File: config.mk
export PLATFORM = sky130hd
export DESIGN_NAME = rvfi_trace_top
export DESIGN_NICKNAME = d
export VERILOG_FILES = /design/src/rvfi_pkg.sv /design/src/rvfi_apb_regs.sv /design/src/rvfi_retire_formatter.sv /design/src/rvfi_stage_tracker.sv /design/src/rvfi_sva.sv /design/src/rvfi_trace_top.sv
export SDC_FILE = /design/constraint.sdc
export NUM_CORES = 1
export LEC_CHECK = 0
export ABC_AREA = 1
export BUFFER_PORTS_ARGS = -buffer_cell sky130_fd_sc_hd__buf_4
export CAP_MARGIN = 10
export CELL_PAD_IN_SITES_DETAIL_PLACEMENT = 0
export CELL_PAD_IN_SITES_GLOBAL_PLACEMENT = 1
export CORE_MARGIN = 1.5
export CORE_UTILIZATION = 25
export DETAILED_ROUTE_END_ITERATION = 12
export PLACE_DENSITY_LB_ADDON = 0.1
export SYNTH_ARGS = -nofsm -noshare
export SYNTH_HDL_FRONTEND = slang
export SYNTH_SLANG_ARGS = --single-unit
File: constraint.sdc
create_clock -name clk_i -period 2.6 [get_ports clk_i]
set_input_delay 0.39 -clock clk_i [delete_from_list [all_inputs] [get_ports clk_i]]
set_output_delay 0.39 -clock clk_i [all_outputs]
set_load 0.005 [all_outputs]
File: src/rvfi_pkg.sv
// Shared constants for the retirement trace unit
// Import with a wildcard in each module header that needs them

package rvfi_pkg;

  ////////////////////////////////////////////////////////////////////////////
  // Pipeline stages
  ////////////////////////////////////////////////////////////////////////////

  localparam int unsigned NUM_STAGES = 4;

  // Indices into the tag shift register, oldest stage last
  localparam int unsigned STAGE_IF = 0;
  localparam int unsigned STAGE_ID = 1;
  localparam int unsigned STAGE_EX = 2;
  localparam int unsigned STAGE_WB = 3;

  ////////////////////////////////////////////////////////////////////////////
  // Trace field widths and debug causes
  ////////////////////////////////////////////////////////////////////////////

  localparam int unsigned DBG_CAUSE_W = 3;
  localparam int unsigned EXC_CAUSE_W = 6;

  localparam logic [DBG_CAUSE_W-1:0] DBG_CAUSE_NONE    = 3'h0;
  localparam logic [DBG_CAUSE_W-1:0] DBG_CAUSE_EBREAK  = 3'h1;
  localparam logic [DBG_CAUSE_W-1:0] DBG_CAUSE_TRIGGER = 3'h2;
  localparam logic [DBG_CAUSE_W-1:0] DBG_CAUSE_HALTREQ = 3'h3;

  ////////////////////////////////////////////////////////////////////////////
  // APB register map
  ////////////////////////////////////////////////////////////////////////////

  localparam int unsigned APB_ADDR_W = 4;

  // Byte offsets of the 32-bit statistics registers
  localparam logic [APB_ADDR_W-1:0] REG_RETIRED = 4'h0;
  localparam logic [APB_ADDR_W-1:0] REG_INTR    = 4'h4;
  localparam logic [APB_ADDR_W-1:0] REG_DBG     = 4'h8;
  localparam logic [APB_ADDR_W-1:0] REG_CAUSE   = 4'hC;

endpackage

File: src/rvfi_apb_regs.sv
// Read-only APB slave with retirement statistics and the last mcause
// Zero wait states; writes and unmapped offsets answer with PSLVERR

`timescale 1ns/1ps

module rvfi_apb_regs
  import rvfi_pkg::*;
#(
  parameter int unsigned CNT_W = 16
) (
  input  logic                   clk_i,
  input  logic                   rst_ni,
  input  logic                   psel_i,
  input  logic                   penable_i,
  input  logic                   pwrite_i,
  input  logic [APB_ADDR_W-1:0]  paddr_i,
  input  logic [31:0]            pwdata_i,
  output logic [31:0]            prdata_o,
  output logic                   pready_o,
  output logic                   pslverr_o,
  input  logic                   rvfi_valid_i,
  input  logic                   rvfi_intr_i,
  input  logic [DBG_CAUSE_W-1:0] rvfi_dbg_i,
  input  logic [EXC_CAUSE_W-1:0] rvfi_mcause_i
);

  logic [CNT_W-1:0]       retired_cnt;
  logic [CNT_W-1:0]       intr_cnt;
  logic [CNT_W-1:0]       dbg_cnt;
  logic [EXC_CAUSE_W-1:0] last_cause_q;

  logic                   access;
  logic                   map_err;
  logic [31:0]            rdata;

  ////////////////////////////////////////////////////////////////////////////
  // Statistics
  ////////////////////////////////////////////////////////////////////////////

  // Counters stop at all ones rather than roll over
  always_ff @(posedge clk_i or negedge rst_ni) begin
    if (!rst_ni) begin
      retired_cnt  <= '0;
      intr_cnt     <= '0;
      dbg_cnt      <= '0;
      last_cause_q <= '0;
    end else if (rvfi_valid_i) begin
      if (!(&retired_cnt)) retired_cnt <= retired_cnt + 1'b1;
      if (rvfi_intr_i) begin
        if (!(&intr_cnt)) intr_cnt <= intr_cnt + 1'b1;
        last_cause_q <= rvfi_mcause_i;
      end
      if ((rvfi_dbg_i != DBG_CAUSE_NONE) && !(&dbg_cnt)) dbg_cnt <= dbg_cnt + 1'b1;
    end
  end

  ////////////////////////////////////////////////////////////////////////////
  // APB decode
  ////////////////////////////////////////////////////////////////////////////

  assign access = psel_i && penable_i;

  always_comb begin
    rdata   = '0;
    map_err = 1'b0;
    case (paddr_i)
      REG_RETIRED: rdata = 32'(retired_cnt);
      REG_INTR:    rdata = 32'(intr_cnt);
      REG_DBG:     rdata = 32'(dbg_cnt);
      REG_CAUSE:   rdata = 32'(last_cause_q);
      default:     map_err = 1'b1;
    endcase
  end

  // Read data is driven only for a good read, zero otherwise
  assign pready_o  = access;
  assign pslverr_o = access && (pwrite_i || map_err);
  assign prdata_o  = (access && !pwrite_i && !map_err) ? rdata : '0;

  a_penable_with_psel :
    assert property (@(posedge clk_i) disable iff (!rst_ni)
                     penable_i |-> psel_i)
      else $error("APB penable without psel");

  // Writes are refused, but the master must still present clean data
  a_wdata_known :
    assert property (@(posedge clk_i) disable iff (!rst_ni)
                     (access && pwrite_i) |-> !$isunknown(pwdata_i))
      else $error("APB write data unknown");

endmodule

File: src/rvfi_retire_formatter.sv
// Turns the tag leaving WB into one registered retirement record and
// carries the previous trap forward into the interrupt and mcause fields

`timescale 1ns/1ps

module rvfi_retire_formatter
  import rvfi_pkg::*;
(
  input  logic                   clk_i,
  input  logic                   rst_ni,
  input  logic                   shift_i,
  input  logic                   wb_valid_i,
  input  logic                   wb_intr_i,
  input  logic                   wb_exc_i,
  input  logic [DBG_CAUSE_W-1:0] wb_dbg_cause_i,
  input  logic [EXC_CAUSE_W-1:0] wb_exc_cause_i,
  output logic                   rvfi_valid_o,
  output logic                   rvfi_intr_o,
  output logic                   rvfi_trap_o,
  output logic [DBG_CAUSE_W-1:0] rvfi_dbg_o,
  output logic [EXC_CAUSE_W-1:0] rvfi_trap_cause_o,
  output logic [EXC_CAUSE_W-1:0] rvfi_mcause_o
);

  // mcause code reported for an external interrupt
  localparam logic [EXC_CAUSE_W-1:0] MCAUSE_EXT_IRQ = 6'h3F;

  logic retire;

  // A valid tag retires on the edge that pushes it out of WB
  assign retire = shift_i && wb_valid_i;

  // The trap fields hold until the next retirement, so while building a
  // record they still describe the previous one
  always_ff @(posedge clk_i or negedge rst_ni) begin
    if (!rst_ni) begin
      rvfi_valid_o      <= 1'b0;
      rvfi_intr_o       <= 1'b0;
      rvfi_trap_o       <= 1'b0;
      rvfi_dbg_o        <= DBG_CAUSE_NONE;
      rvfi_trap_cause_o <= '0;
      rvfi_mcause_o     <= '0;
    end else begin
      rvfi_valid_o <= retire;
      if (retire) begin
        // The first instruction after a trap is the handler entry
        rvfi_intr_o       <= wb_intr_i || rvfi_trap_o;
        rvfi_trap_o       <= wb_exc_i;
        rvfi_dbg_o        <= wb_dbg_cause_i;
        rvfi_trap_cause_o <= wb_exc_i ? wb_exc_cause_i : '0;
        if (rvfi_trap_o) begin
          rvfi_mcause_o <= rvfi_trap_cause_o;
        end else if (wb_intr_i) begin
          rvfi_mcause_o <= MCAUSE_EXT_IRQ;
        end
      end
    end
  end

endmodule

File: src/rvfi_stage_tracker.sv
// Follows each instruction tag from IF to WB and attaches pending
// interrupt and debug acknowledges to the next instruction that enters IF

`timescale 1ns/1ps

module rvfi_stage_tracker
  import rvfi_pkg::*;
(
  input  logic                   clk_i,
  input  logic                   rst_ni,
  input  logic                   stall_i,
  input  logic                   instr_valid_i,
  input  logic                   exc_i,
  input  logic [EXC_CAUSE_W-1:0] exc_cause_i,
  input  logic                   irq_ack_i,
  input  logic                   dbg_ack_i,
  input  logic [DBG_CAUSE_W-1:0] dbg_cause_i,
  output logic                   wb_valid_o,
  output logic                   wb_intr_o,
  output logic                   wb_exc_o,
  output logic [DBG_CAUSE_W-1:0] wb_dbg_cause_o,
  output logic [EXC_CAUSE_W-1:0] wb_exc_cause_o,
  output logic                   shift_o
);

  // One tag per stage, indexed by the STAGE_* constants
  logic [NUM_STAGES-1:0]                  valid_q;
  logic [NUM_STAGES-1:0]                  intr_q;
  logic [NUM_STAGES-1:0]                  exc_q;
  logic [NUM_STAGES-1:0][DBG_CAUSE_W-1:0] dbg_q;
  logic [NUM_STAGES-1:0][EXC_CAUSE_W-1:0] exc_cause_q;

  // Acknowledges waiting for an instruction to land on
  logic                   irq_pend_q;
  logic                   dbg_pend_q;
  logic [DBG_CAUSE_W-1:0] dbg_cause_q;

  logic                   shift;
  logic                   enter;
  logic                   entry_intr;
  logic [DBG_CAUSE_W-1:0] entry_dbg;

  assign shift = !stall_i;
  assign enter = shift && instr_valid_i;

  // An acknowledge in the cycle of entry goes straight onto the entering tag
  assign entry_intr = irq_ack_i || irq_pend_q;

  always_comb begin
    if (dbg_ack_i) begin
      entry_dbg = dbg_cause_i;
    end else if (dbg_pend_q) begin
      entry_dbg = dbg_cause_q;
    end else begin
      entry_dbg = DBG_CAUSE_NONE;
    end
  end

  ////////////////////////////////////////////////////////////////////////////
  // Pending flags
  ////////////////////////////////////////////////////////////////////////////

  // Flags clear when a valid instruction takes them, and are set by an ack
  // in any other cycle, stalled or not
  always_ff @(posedge clk_i or negedge rst_ni) begin
    if (!rst_ni) begin
      irq_pend_q <= 1'b0;
      dbg_pend_q <= 1'b0;
    end else if (enter) begin
      irq_pend_q <= 1'b0;
      dbg_pend_q <= 1'b0;
    end else begin
      if (irq_ack_i) irq_pend_q <= 1'b1;
      if (dbg_ack_i) dbg_pend_q <= 1'b1;
    end
  end

  // A later debug ack replaces the cause of one still pending
  always_ff @(posedge clk_i) begin
    if (dbg_ack_i) begin
      dbg_cause_q <= dbg_cause_i;
    end
  end

  ////////////////////////////////////////////////////////////////////////////
  // Tag shift register
  ////////////////////////////////////////////////////////////////////////////

  always_ff @(posedge clk_i or negedge rst_ni) begin
    if (!rst_ni) begin
      valid_q <= '0;
      intr_q  <= '0;
      exc_q   <= '0;
      dbg_q   <= '0;
    end else if (shift) begin
      // A bubble enters IF with every flag low
      valid_q[STAGE_IF] <= instr_valid_i;
      intr_q[STAGE_IF]  <= enter && entry_intr;
      exc_q[STAGE_IF]   <= enter && exc_i;
      dbg_q[STAGE_IF]   <= enter ? entry_dbg : DBG_CAUSE_NONE;
      for (int s = STAGE_ID; s <= STAGE_WB; s++) begin
        valid_q[s] <= valid_q[s-1];
        intr_q[s]  <= intr_q[s-1];
        exc_q[s]   <= exc_q[s-1];
        dbg_q[s]   <= dbg_q[s-1];
      end
    end
  end

  // Exception causes shift along with their tags
  always_ff @(posedge clk_i) begin
    if (shift) begin
      exc_cause_q[STAGE_IF] <= exc_cause_i;
      for (int s = STAGE_ID; s <= STAGE_WB; s++) begin
        exc_cause_q[s] <= exc_cause_q[s-1];
      end
    end
  end

  assign wb_valid_o     = valid_q[STAGE_WB];
  assign wb_intr_o      = intr_q[STAGE_WB];
  assign wb_exc_o       = exc_q[STAGE_WB];
  assign wb_dbg_cause_o = dbg_q[STAGE_WB];
  assign wb_exc_cause_o = exc_cause_q[STAGE_WB];
  assign shift_o        = shift;

  // A stalled cycle leaves every tag where it was on the next edge
  a_tags_hold_on_stall :
    assert property (@(posedge clk_i) disable iff (!rst_ni)
                     stall_i |=> $stable(valid_q) && $stable(intr_q) &&
                                 $stable(exc_q) && $stable(dbg_q))
      else $error("Pipeline tags moved during a stall");

endmodule

File: src/rvfi_sva.sv
// Checker for the trace ordering rules between acknowledges, traps and
// retirements, instantiated in the top level next to the formatter

`timescale 1ns/1ps

module rvfi_sva
  import rvfi_pkg::*;
(
  input  logic                   clk_i,
  input  logic                   rst_ni,
  input  logic                   irq_ack_i,
  input  logic                   dbg_ack_i,
  input  logic                   rvfi_valid_i,
  input  logic                   rvfi_intr_i,
  input  logic                   rvfi_trap_i,
  input  logic [DBG_CAUSE_W-1:0] rvfi_dbg_i,
  input  logic [EXC_CAUSE_W-1:0] rvfi_trap_cause_i,
  input  logic [EXC_CAUSE_W-1:0] rvfi_mcause_i
);

  localparam int unsigned OUT_CNT_W = 4;

  logic [OUT_CNT_W-1:0]   irq_out_cnt;
  logic [OUT_CNT_W-1:0]   dbg_out_cnt;
  logic [2:0]             irq_age_q;
  logic                   trap_q;
  logic [EXC_CAUSE_W-1:0] trap_cause_q;
  logic                   irq_dec;
  logic                   dbg_retire;

  // Any interrupt retirement settles an outstanding irq ack, traps included
  assign irq_dec    = rvfi_valid_i && rvfi_intr_i && (irq_out_cnt != '0);
  assign dbg_retire = rvfi_valid_i && (rvfi_dbg_i != DBG_CAUSE_NONE);

  always_ff @(posedge clk_i or negedge rst_ni) begin
    if (!rst_ni) begin
      irq_out_cnt  <= '0;
      dbg_out_cnt  <= '0;
      irq_age_q    <= '0;
      trap_q       <= 1'b0;
      trap_cause_q <= '0;
    end else begin
      if (irq_ack_i && !irq_dec) irq_out_cnt <= irq_out_cnt + 1'b1;
      else if (irq_dec && !irq_ack_i) irq_out_cnt <= irq_out_cnt - 1'b1;
      if (dbg_ack_i && !dbg_retire) dbg_out_cnt <= dbg_out_cnt + 1'b1;
      else if (dbg_retire && !dbg_ack_i) dbg_out_cnt <= dbg_out_cnt - 1'b1;
      // Retirements without an interrupt while an irq ack is outstanding
      if ((irq_out_cnt == '0) || (rvfi_valid_i && rvfi_intr_i)) begin
        irq_age_q <= '0;
      end else if (rvfi_valid_i && (irq_age_q != '1)) begin
        irq_age_q <= irq_age_q + 1'b1;
      end
      if (rvfi_valid_i) begin
        trap_q       <= rvfi_trap_i;
        trap_cause_q <= rvfi_trap_cause_i;
      end
    end
  end

  ////////////////////////////////////////////////////////////////////////////
  // Ordering rules
  ////////////////////////////////////////////////////////////////////////////

  a_dbg_needs_ack :
    assert property (@(posedge clk_i) disable iff (!rst_ni)
                     dbg_retire |-> (dbg_out_cnt != '0))
      else $error("Debug retirement without an outstanding dbg_ack");

  // Only the instructions already in flight may retire ahead of the one
  // that took the acknowledge
  a_irq_ack_reaches_retire :
    assert property (@(posedge clk_i) disable iff (!rst_ni)
                     (irq_out_cnt != '0) |-> (irq_age_q <= NUM_STAGES))
      else $error("irq_ack not followed by an interrupt retirement");

  a_trap_then_intr :
    assert property (@(posedge clk_i) disable iff (!rst_ni)
                     (rvfi_valid_i && trap_q) |->
                     rvfi_intr_i && (rvfi_mcause_i == trap_cause_q))
      else $error("Trap not followed by an interrupt with matching mcause");

  a_cnt_no_wrap :
    assert property (@(posedge clk_i) disable iff (!rst_ni)
                     !((irq_ack_i && !irq_dec && (&irq_out_cnt)) ||
                       (dbg_ack_i && !dbg_retire && (&dbg_out_cnt))))
      else $error("Outstanding acknowledge counter wrapped");

endmodule

File: src/rvfi_trace_top.sv
// Top level of the retirement trace unit that joins the tracker, formatter,
// checker and APB statistics block and brings the RVFI record out as outputs

`timescale 1ns/1ps

module rvfi_trace_top
  import rvfi_pkg::*;
#(
  parameter int unsigned CNT_W = 16
) (
  input  logic                   clk_i,
  input  logic                   rst_ni,
  // Pipeline events
  input  logic                   stall_i,
  input  logic                   instr_valid_i,
  input  logic                   exc_i,
  input  logic [EXC_CAUSE_W-1:0] exc_cause_i,
  input  logic                   irq_ack_i,
  input  logic                   dbg_ack_i,
  input  logic [DBG_CAUSE_W-1:0] dbg_cause_i,
  // Retirement record
  output logic                   rvfi_valid_o,
  output logic                   rvfi_intr_o,
  output logic                   rvfi_trap_o,
  output logic [DBG_CAUSE_W-1:0] rvfi_dbg_o,
  output logic [EXC_CAUSE_W-1:0] rvfi_trap_cause_o,
  output logic [EXC_CAUSE_W-1:0] rvfi_mcause_o,
  // APB slave
  input  logic                   psel_i,
  input  logic                   penable_i,
  input  logic                   pwrite_i,
  input  logic [APB_ADDR_W-1:0]  paddr_i,
  input  logic [31:0]            pwdata_i,
  output logic [31:0]            prdata_o,
  output logic                   pready_o,
  output logic                   pslverr_o
);

  // WB tag handed from the tracker to the formatter
  logic                   wb_valid;
  logic                   wb_intr;
  logic                   wb_exc;
  logic [DBG_CAUSE_W-1:0] wb_dbg_cause;
  logic [EXC_CAUSE_W-1:0] wb_exc_cause;
  logic                   shift;

  rvfi_stage_tracker u_tracker (
    .clk_i          (clk_i),
    .rst_ni         (rst_ni),
    .stall_i        (stall_i),
    .instr_valid_i  (instr_valid_i),
    .exc_i          (exc_i),
    .exc_cause_i    (exc_cause_i),
    .irq_ack_i      (irq_ack_i),
    .dbg_ack_i      (dbg_ack_i),
    .dbg_cause_i    (dbg_cause_i),
    .wb_valid_o     (wb_valid),
    .wb_intr_o      (wb_intr),
    .wb_exc_o       (wb_exc),
    .wb_dbg_cause_o (wb_dbg_cause),
    .wb_exc_cause_o (wb_exc_cause),
    .shift_o        (shift)
  );

  rvfi_retire_formatter u_formatter (
    .clk_i             (clk_i),
    .rst_ni            (rst_ni),
    .shift_i           (shift),
    .wb_valid_i        (wb_valid),
    .wb_intr_i         (wb_intr),
    .wb_exc_i          (wb_exc),
    .wb_dbg_cause_i    (wb_dbg_cause),
    .wb_exc_cause_i    (wb_exc_cause),
    .rvfi_valid_o      (rvfi_valid_o),
    .rvfi_intr_o       (rvfi_intr_o),
    .rvfi_trap_o       (rvfi_trap_o),
    .rvfi_dbg_o        (rvfi_dbg_o),
    .rvfi_trap_cause_o (rvfi_trap_cause_o),
    .rvfi_mcause_o     (rvfi_mcause_o)
  );

  // Checker watches the acknowledges against the finished record
  rvfi_sva u_sva (
    .clk_i             (clk_i),
    .rst_ni            (rst_ni),
    .irq_ack_i         (irq_ack_i),
    .dbg_ack_i         (dbg_ack_i),
    .rvfi_valid_i      (rvfi_valid_o),
    .rvfi_intr_i       (rvfi_intr_o),
    .rvfi_trap_i       (rvfi_trap_o),
    .rvfi_dbg_i        (rvfi_dbg_o),
    .rvfi_trap_cause_i (rvfi_trap_cause_o),
    .rvfi_mcause_i     (rvfi_mcause_o)
  );

  rvfi_apb_regs #(
    .CNT_W (CNT_W)
  ) u_apb_regs (
    .clk_i         (clk_i),
    .rst_ni        (rst_ni),
    .psel_i        (psel_i),
    .penable_i     (penable_i),
    .pwrite_i      (pwrite_i),
    .paddr_i       (paddr_i),
    .pwdata_i      (pwdata_i),
    .prdata_o      (prdata_o),
    .pready_o      (pready_o),
    .pslverr_o     (pslverr_o),
    .rvfi_valid_i  (rvfi_valid_o),
    .rvfi_intr_i   (rvfi_intr_o),
    .rvfi_dbg_i    (rvfi_dbg_o),
    .rvfi_mcause_i (rvfi_mcause_o)
  );

endmodule

### Word level (Yosys, flattened, before mapping)

Cells that the tools add are included.

* flip-flop bits (word level): 125
* input port bits: 55
* output and inout bits: 52
* word-level logic and storage cells: 74

* add/sub/neg operators: 3
* eq/ne operators: 3
* mux-type cells: 13
* bitwise gates (word level): 2
* reductions and logical operators: 29

Operators with widths (count)
* one-hot mux 16 bit (4 select lines): 1
* adder 16 x 1 -> 16 bit (second input constant): 3
* AND reduction 16 bit: 3
* 2-to-1 mux 6 bit: 3
* 2-to-1 mux 16 bit: 1
* logical AND 1 bit: 9
* 2-to-1 mux 3 bit: 3
* == test 4 bit (second input constant): 2
* AND reduction 2 bit: 4
* nonzero test 2 bit: 3
* 2-to-1 mux 1 bit: 5
* == test 4 x 3 -> 1 bit (second input constant): 1
* zero test 4 bit: 1
* OR reduction 4 bit: 1
* zero test 1 bit: 3
* logical OR 1 bit: 3
* AND reduction 3 bit: 1
* nonzero test 3 bit: 1
* NOT 1 bit: 2

### Longest topological paths before layout

Gate-level depths: netlist (run 1).

* depth after elaboration: 5
* depth in mapped cells: 10
* depth with buffers taken out: 9

### Cells and area by module

Synthesis (run 1) repeated with hierarchy kept, for this count alone.

* cell total of the unflattened synthesis: 821
* area, all modules: 6598.8 µm²

By module, submodules not included
* rvfi_apb_regs: times used 1, cells an instance 588, area an instance 3955.0 µm², sequential area each 1351.3 µm²
* rvfi_stage_tracker: times used 1, cells an instance 146, area an instance 1884.3 µm², sequential area each 1461.4 µm²
* rvfi_retire_formatter: times used 1, cells an instance 87, area an instance 759.5 µm², sequential area each 450.4 µm²

### Worst setup path after synthesis (run 1)

OpenSTA, ideal clock, no wires.

* kind: input to register
* from: input stall_i
* to: register u_tracker.exc_cause_q[0] (netlist bit), enable pin
* library setup time: 398 ps
* arrival: 1308 ps
* required time: 2202 ps
* path slack: 894 ps
* cell stages on the path: 2
* path buffers: 1
* cells stage by stage: inv_2 clkbuf_1

RTL lines
* start, declared: line rvfi_trace_top.sv:14 `input logic stall_i,`
* end signal, assigned by index: line rvfi_stage_tracker.sv:113 `exc_cause_q[STAGE_IF] <= exc_cause_i;`
* end signal, assigned by index: line rvfi_stage_tracker.sv:115 `exc_cause_q[s] <= exc_cause_q[s-1];`
* end, declared: line rvfi_stage_tracker.sv:31 `logic [NUM_STAGES-1:0][EXC_CAUSE_W-1:0] exc_cause_q;`

No word-level cell between the ends.

### Worst setup path in the final report (run 1)

* from: input paddr_i[1]
* to: output prdata_o[10]

* cells in the longest elaborated chain, start to end: 4
* elaborated cells between the ends (all ways): 8
* classes of those cells: eq/ne (3); mux (2); reduce/logical (3)

Ends and longest elaborated chain
* start, declared: line rvfi_trace_top.sv:32 `input logic [APB_ADDR_W-1:0] paddr_i,`
* == test 4 x 3 -> 1 bit, or another cell as far along: line rvfi_apb_regs.sv:66 `case (paddr_i)`
* OR reduction 4 bit (no source line)
* logical AND 1 bit: line rvfi_apb_regs.sv:78 `assign prdata_o = (access && !pwrite_i && !map_err) ? rdata : '0;`
* 2-to-1 mux 16 bit (*): line rvfi_apb_regs.sv:78
* end, declared: line rvfi_trace_top.sv:34 `output logic [31:0] prdata_o,`

Every way passes the cells marked *; elsewhere a longest branch is shown, timed or not.

==> impl_metrics.tcl, run 1 <==
set metrics [dict create \
    run_status "finished, final reports clean" \
    grt.total_usage 0.132 \
    maxCapViolCount 0 \
    crit_path_end "prdata_o[10]" \
    antennaDiodeCount 0 \
    ff2ff_setup_slack_ns 0.55 \
    mappedNetlistArea_um2 6280 \
    setup_crit_end_kind "output pin" \
    r2r_start "u_apb_regs.intr_cnt[0]" \
    syn_inst 786 \
    slew_viol_final 0 \
    fraction_of_layout_instances_using_a_drive_strength_above_1 0.138 \
    tritoncts_clock_tree "done" \
    worstReg2RegEnd "u_apb_regs.intr_cnt[6]" \
    wirelength_mm 16.3 \
    fin_crit_ns 2.21 \
    final_common_cell "nand2_1" \
    worst_pin_slew_ns 0.589 \
    routabilityCongestion 0.842 \
    yosys.cell_types.count 33 \
    antenna_violating_nets_post_route 0 \
    io_pins 107 \
    coreArea_um2 24500 \
    critPathLaunch "paddr_i[1]" \
    post_cts_resize_count 0 \
    timing.critical_path.max_delay_family "buffers and inverters" \
    syn_to_final_growth_pct 21.3 \
    detailroute.via_count 5132 \
    fin_util 0.311 \
    grt.overflow.total 0 \
    die-area_um2 26100 \
    firstDrtPassIters 4 \
    grt_first_pass_wirelength_mm 26.8 \
    ctsRootBufferMaster "clkbuf_16" \
    timing.critical_path.mode_cell "buf_4" \
    clock_sink_count 125 \
    routed_via_density 4.30 \
    clk_transition_reported_paths_ns 0.07 \
    htree_levels 4 \
    post-place-ws_ns 0.288 \
    clk_path_buf_depth 2 \
    critical_path_depth 8 \
    dp_hpwl_mm 11.8 \
    remaining_drc_errors 0 \
    start_kind "input pin" \
    finalSetupViolations 0 \
    critical_path_class "input pin to output pin" \
    critPathMaxFanout 8 \
    first_iter_violations 269 \
    whs_path_depth 1 \
    timing.slew.headroom 0.606 \
    hold_path_class "input pin to register" \
    std_cell_rows 57 \
    initial_utilization 0.257 \
    antenna_found_initial 0 \
    cp.buffers_inverters 4 \
    cp.required_ns 2.21 \
    hold_viol 0 \
    max_freq_ghz 0.452 \
    cts_inserted_buffers 17 \
    die_width_um 161 \
    layout_worst_path_cycle_share 0.850 \
    synth-warning-count 0 \
    layout.filler_cells 2608 \
    syn-mean-instance-area_um2 7.99 \
    crit_slowest_cell "o21ai_0" \
    holdCritStartpoint "exc_cause_i[4]" \
    ff2ff_path_depth 8 \
    cellLeakagePower_uw 0.00353 \
    clock_insertion_delay_worst_skew_ns 0.43 \
    power_density_nw_per_um2 759 \
    yosys_register_bits 125 \
    mostFrequentLayoutCells "nand2_1, inv_1, dfrtp_1" \
    maximum_single_stage_delay_on_the_critical_path_ns 0.29 \
    die_h_um 161 \
    finish.net_count 914 \
    worst-endpoint-arrival_ns 1.82 \
    numPortBuffers 58 \
    sequential_area_share_after_synthesis 0.520 \
    rsz_0062_raised_after_global_routing "false" \
    grt_pass1_vias 5164 \
    max-vdd-ir-drop_mv 0.340 \
    drt-wirelength-per-cell_um 13.7 \
    setup_ws_ns 0.389 \
    cp_cell_sequence "buf_4 > nor2_1 > nand2_1 > buf_4 > o21ai_0 > o21ai_0 > inv_1 > buf_4" \
    totalNegativeSetupSlack_ns 0 \
    max_clock_skew_ns 0.0114 \
    grt_start_max_net_pins 45 \
]
-- timing repair --
action | 4_1_cts | 5_1_grt
hold buffers | 1 | 0
setup buffers | 0 | 0
endpoints found under the hold margin | 33 | 0
-- metrics by stage --
| step | instance area [um2] | hold slack [ns] | std cells | total power [uW] |
|---|---|---|---|---|
| floorplan | 6340 | 0.0944 | 801 | 3100 |
| global placement | 7040 | 0.387 | 1160 | 3460 |
| detailed placement | 7040 | 0.398 | 1160 | 3470 |
| CTS | 7620 | 0.116 | 1193 | 5880 |
| global route | 7620 | 0.121 | 1193 | 6120 |
| finish | 7620 | 0.133 | 1193 | 5780 |
-- state kept, by name, indices dropped and copies added, names as in the netlist, 3 cells and up --
signal	flops
u_apb_regs.intr_cnt	16
u_apb_regs.retired_cnt	16
u_tracker.wb_exc_cause_o	6
u_apb_regs.dbg_cnt	16
u_tracker.dbg_cause_q	3
u_tracker.exc_cause_q	18
u_formatter.rvfi_trap_cause_o	6
u_apb_regs.last_cause_q	6
u_tracker.exc_q	4
u_formatter.rvfi_dbg_o	3
u_tracker.intr_q	4
u_formatter.rvfi_mcause_o	6
u_tracker.wb_dbg_cause_o	3
u_tracker.valid_q	4
u_tracker.dbg_q	9
-- cell families (layout without fill, tap and decap cells) --
family	after synthesis	count (layout)	synth area share
flops	125	125	0.520
compound gates	88	88	0.0799
other cells	1	16	0.000597
simple gates	415	415	0.275
buf+inv	140	208	0.0998
xor+xnor	14	14	0.0195
fa+ha+maj	3	3	0.00598
-- layer usage --
layer  track usage  wire (um)  vias to the layer above
li1              -          -                     2611
met1         0.166       7530                     2419
met2         0.221       7910                       86
met3        0.0293        616                       16
met4        0.0488        288                        0
met5             0          0                        -
-- report_power, final --
group	internal (uW)	leakage (uW)	switching (uW)
logic	356	0.00170	528
clock network	1270	0.000278	1090
registers	2300	0.00155	239
-- worst min path at each step --
stage                                end  slack, ns
6_report        u_tracker.exc_cause_q[4]       0.13
5_1_grt         u_tracker.exc_cause_q[4]       0.12
4_1_cts         u_tracker.exc_cause_q[3]       0.12
3_5_place_dp   u_apb_regs.retired_cnt[8]       0.40
3_3_place_gp   u_apb_regs.retired_cnt[8]       0.39
2_1_floorplan      u_apb_regs.dbg_cnt[0]       0.09
-- cell type report --
type                            count  area [um2]  area share
Sequential cell                   125        3260       0.428
Multi-Input combinational cell    536        2450       0.321
Timing Repair Buffer               69         533      0.0700
Clock buffer                       17         425      0.0558
Tap cell                          324         405      0.0532
Inverter                          107         402      0.0527
Clock inverter                     15         145      0.0190
-- cell usage after synthesis, drive strengths merged --
cell type / count / share of area
a21oi: 1 / 0.00080
a22oi: 6 / 0.0072
and2: 1 / 0.0010
buf: 25 / 0.031
clkbuf: 8 / 0.0050
conb: 1 / 0.00060
dfrtp: 98 / 0.39
edfxtp: 27 / 0.13
ha: 3 / 0.0060
inv: 107 / 0.064
nand2: 253 / 0.15
nand3: 50 / 0.041
nand3b: 4 / 0.0048
nand4: 14 / 0.014
nor2: 88 / 0.057
nor3: 5 / 0.0040
o211ai: 1 / 0.0012
o21ai: 69 / 0.060
o22ai: 11 / 0.011
xnor2: 1 / 0.0014
xor2: 13 / 0.018
No activity file was read; power rests on OpenSTA's default activity.
==> run 2, diff against run 1 <==
--- a/config.mk
+++ b/config.mk
@@ -12,6 +12,7 @@
 export CELL_PAD_IN_SITES_GLOBAL_PLACEMENT = 1
 export CORE_MARGIN = 1.5
 export CORE_UTILIZATION = 25
+export CTS_BUF_LIST = sky130_fd_sc_hd__clkbuf_8
 export DETAILED_ROUTE_END_ITERATION = 12
 export PLACE_DENSITY_LB_ADDON = 0.1
 export SYNTH_ARGS = -nofsm -noshare
==> run 2 against run 1 <==
Compared with the run above: sequential power hardly changed; largest cell class unchanged; clock-buffer cell count did not move; fmax is 2.1% lower; final cell count stayed put; die area did not move; worst setup slack worse by 0.048 ns; clock power fell by 28%; sequential share of layout area is 1.1 points higher; largest power group unchanged; worst hold slack got worse by 0.023 ns; first-iteration DRC count increased by 7.1%; critical path depth did not move; global-route usage decreased by 0.072 points.
==> impl_metrics.tcl, run 2 (same netlist as run 1, synthesis figures left out) <==
set metrics [dict create \
    hold_viol 0 \
    max_freq_ghz 0.443 \
    firstDrtPassIters 5 \
    start_kind "input pin" \
    cellLeakagePower_uw 0.00344 \
    run_status "finished, final reports clean" \
    cp_cell_sequence "buf_4 > nor2_1 > nand2_1 > buf_4 > o21ai_0 > o21ai_0 > inv_1 > buf_4" \
    worst_pin_slew_ns 0.594 \
    maximum_single_stage_delay_on_the_critical_path_ns 0.32 \
    antenna_violating_nets_post_route 0 \
    timing.slew.headroom 0.602 \
    power_density_nw_per_um2 690 \
    critPathMaxFanout 8 \
    initial_utilization 0.257 \
    sequential_cell_area_um2 3260 \
    io_pins 107 \
    largest_register_ffs 18 \
    timing.critical_path.mode_cell "buf_4" \
    grt_first_pass_wirelength_mm 26.7 \
    layout.filler_cells 2628 \
    post_cts_buffers 0 \
    std_cell_rows 57 \
    cts_inserted_buffers 17 \
    drt-wirelength-per-cell_um 13.7 \
    max-vdd-ir-drop_mv 0.302 \
    rsz_0062_raised_after_global_routing "false" \
    layout_worst_path_cycle_share 0.869 \
    setup_crit_end_kind "output pin" \
    clk_transition_reported_paths_ns 0.10 \
    fraction_of_layout_instances_using_a_drive_strength_above_1 0.138 \
    hold_path_class "input pin to register" \
    antennaDiodeCount 0 \
    cp.required_ns 2.21 \
    fin_crit_ns 2.26 \
    registers.top_by_ff_count "u_tracker.exc_cause_q" \
    final_common_cell "nand2_1" \
    ctsRootBufferMaster "clkbuf_8" \
    slew_viol_final 0 \
    finish.net_count 914 \
    dp_hpwl_mm 11.8 \
    max_clock_skew_ns 0.0134 \
    routabilityCongestion 0.842 \
    top_usage_layer "met2" \
    tritoncts_clock_tree "done" \
    mostFrequentLayoutCells "nand2_1, inv_1, dfrtp_1" \
    use_met3 0.0347 \
    grt_start_max_net_pins 45 \
    first_iter_violations 288 \
    clock_sink_count 125 \
    crit_slowest_cell "o21ai_0" \
    totalNegativeSetupSlack_ns 0 \
    met1_usage 0.165 \
    clk_path_buf_depth 2 \
    die_h_um 161 \
    detailroute.via_count 5117 \
    die_width_um 161 \
    syn_to_final_growth_pct 18.3 \
    grt_pass1_vias 5149 \
    multi_input_comb_area_um2 2450 \
    gr-usage-met2 0.221 \
    coreArea_um2 24500 \
    die-area_um2 26100 \
    antenna_found_initial 0 \
    totalPowerFinal_uw 5120 \
    wirelength_mm 16.3 \
    grt.total_usage 0.131 \
    remaining_drc_errors 0 \
    numPortBuffers 58 \
    finalSetupViolations 0 \
    grt.overflow.total 0 \
    critical_path_class "input pin to output pin" \
    clock_insertion_delay_worst_skew_ns 0.45 \
    maxCapViolCount 0 \
    htree_levels 4 \
    routed_via_density 4.29 \
    worst-endpoint-arrival_ns 1.87 \
]
## run 2: cell type report
cell class / instances / share of cell area
Sequential cell: 125 / 0.439
Timing Repair Buffer: 69 / 0.0718
Clock inverter: 15 / 0.0195
Tap cell: 324 / 0.0546
Inverter: 107 / 0.0541
Clock buffer: 17 / 0.0315
Multi-Input combinational cell: 536 / 0.329
## run 2: worst paths after layout
| kind | startpoint | to | slack [ns] | cells after the start |
|---|---|---|---|---|
| setup reg to reg | u_apb_regs.intr_cnt[0] | u_apb_regs.intr_cnt[6] | 0.54 | 9 |
| setup / recovery | paddr_i[1] | prdata_o[10] | 0.34 | 8 |
| max in group asynchronous | rst_ni | u_apb_regs.intr_cnt[0] | 1.37 | 3 |
| hold / removal | exc_cause_i[4] | u_tracker.exc_cause_q[4] | 0.11 | 1 |
| hold reg to reg | u_tracker.exc_cause_q[11] | u_tracker.exc_cause_q[17] | 0.42 | 0 |
| min in group asynchronous | rst_ni | u_apb_regs.retired_cnt[12] | 0.45 | 2 |
## run 2: per-layer routing
metal	part of all wire	vias up
met1	0.47	2404
met2	0.48	93
li1	-	2611
met4	0.014	0
met3	0.039	9
met5	0	-
## run 2: through the flow
stage / util / area (um2) / hold WS [ns] / setup slack [ns] / instances
2_1_floorplan: - / 6340 / 0.0944 / 0.894 / 801
3_3_place_gp: 0.288 / 7040 / 0.387 / 0.279 / 1160
3_5_place_dp: 0.288 / 7040 / 0.398 / 0.288 / 1160
4_1_cts: 0.304 / 7430 / 0.0729 / 0.284 / 1193
5_1_grt: 0.304 / 7430 / 0.0699 / 0.200 / 1193
6_report: 0.304 / 7430 / 0.110 / 0.341 / 1193
## run 2: worst max-delay path: cells and delay by family
kind | cells | cell delay (ns)
AO/OA/AOI/OAI | 2 | 0.47
buffers and inverters | 4 | 0.53
AND/OR/NAND/NOR | 2 | 0.47
## run 2: what timing repair did
item	CTS	global route
gates resized for setup	0	0
endpoints found under the hold margin	33	0
hold buffers	1	0
## run 2: where the power goes
part           total, uW  switching [uW]  internal [uW]  leakage (uW)
Combinational        887             531            356       0.00170
Sequential          2530             240           2290       0.00155
Clock               1700             991            713      0.000190
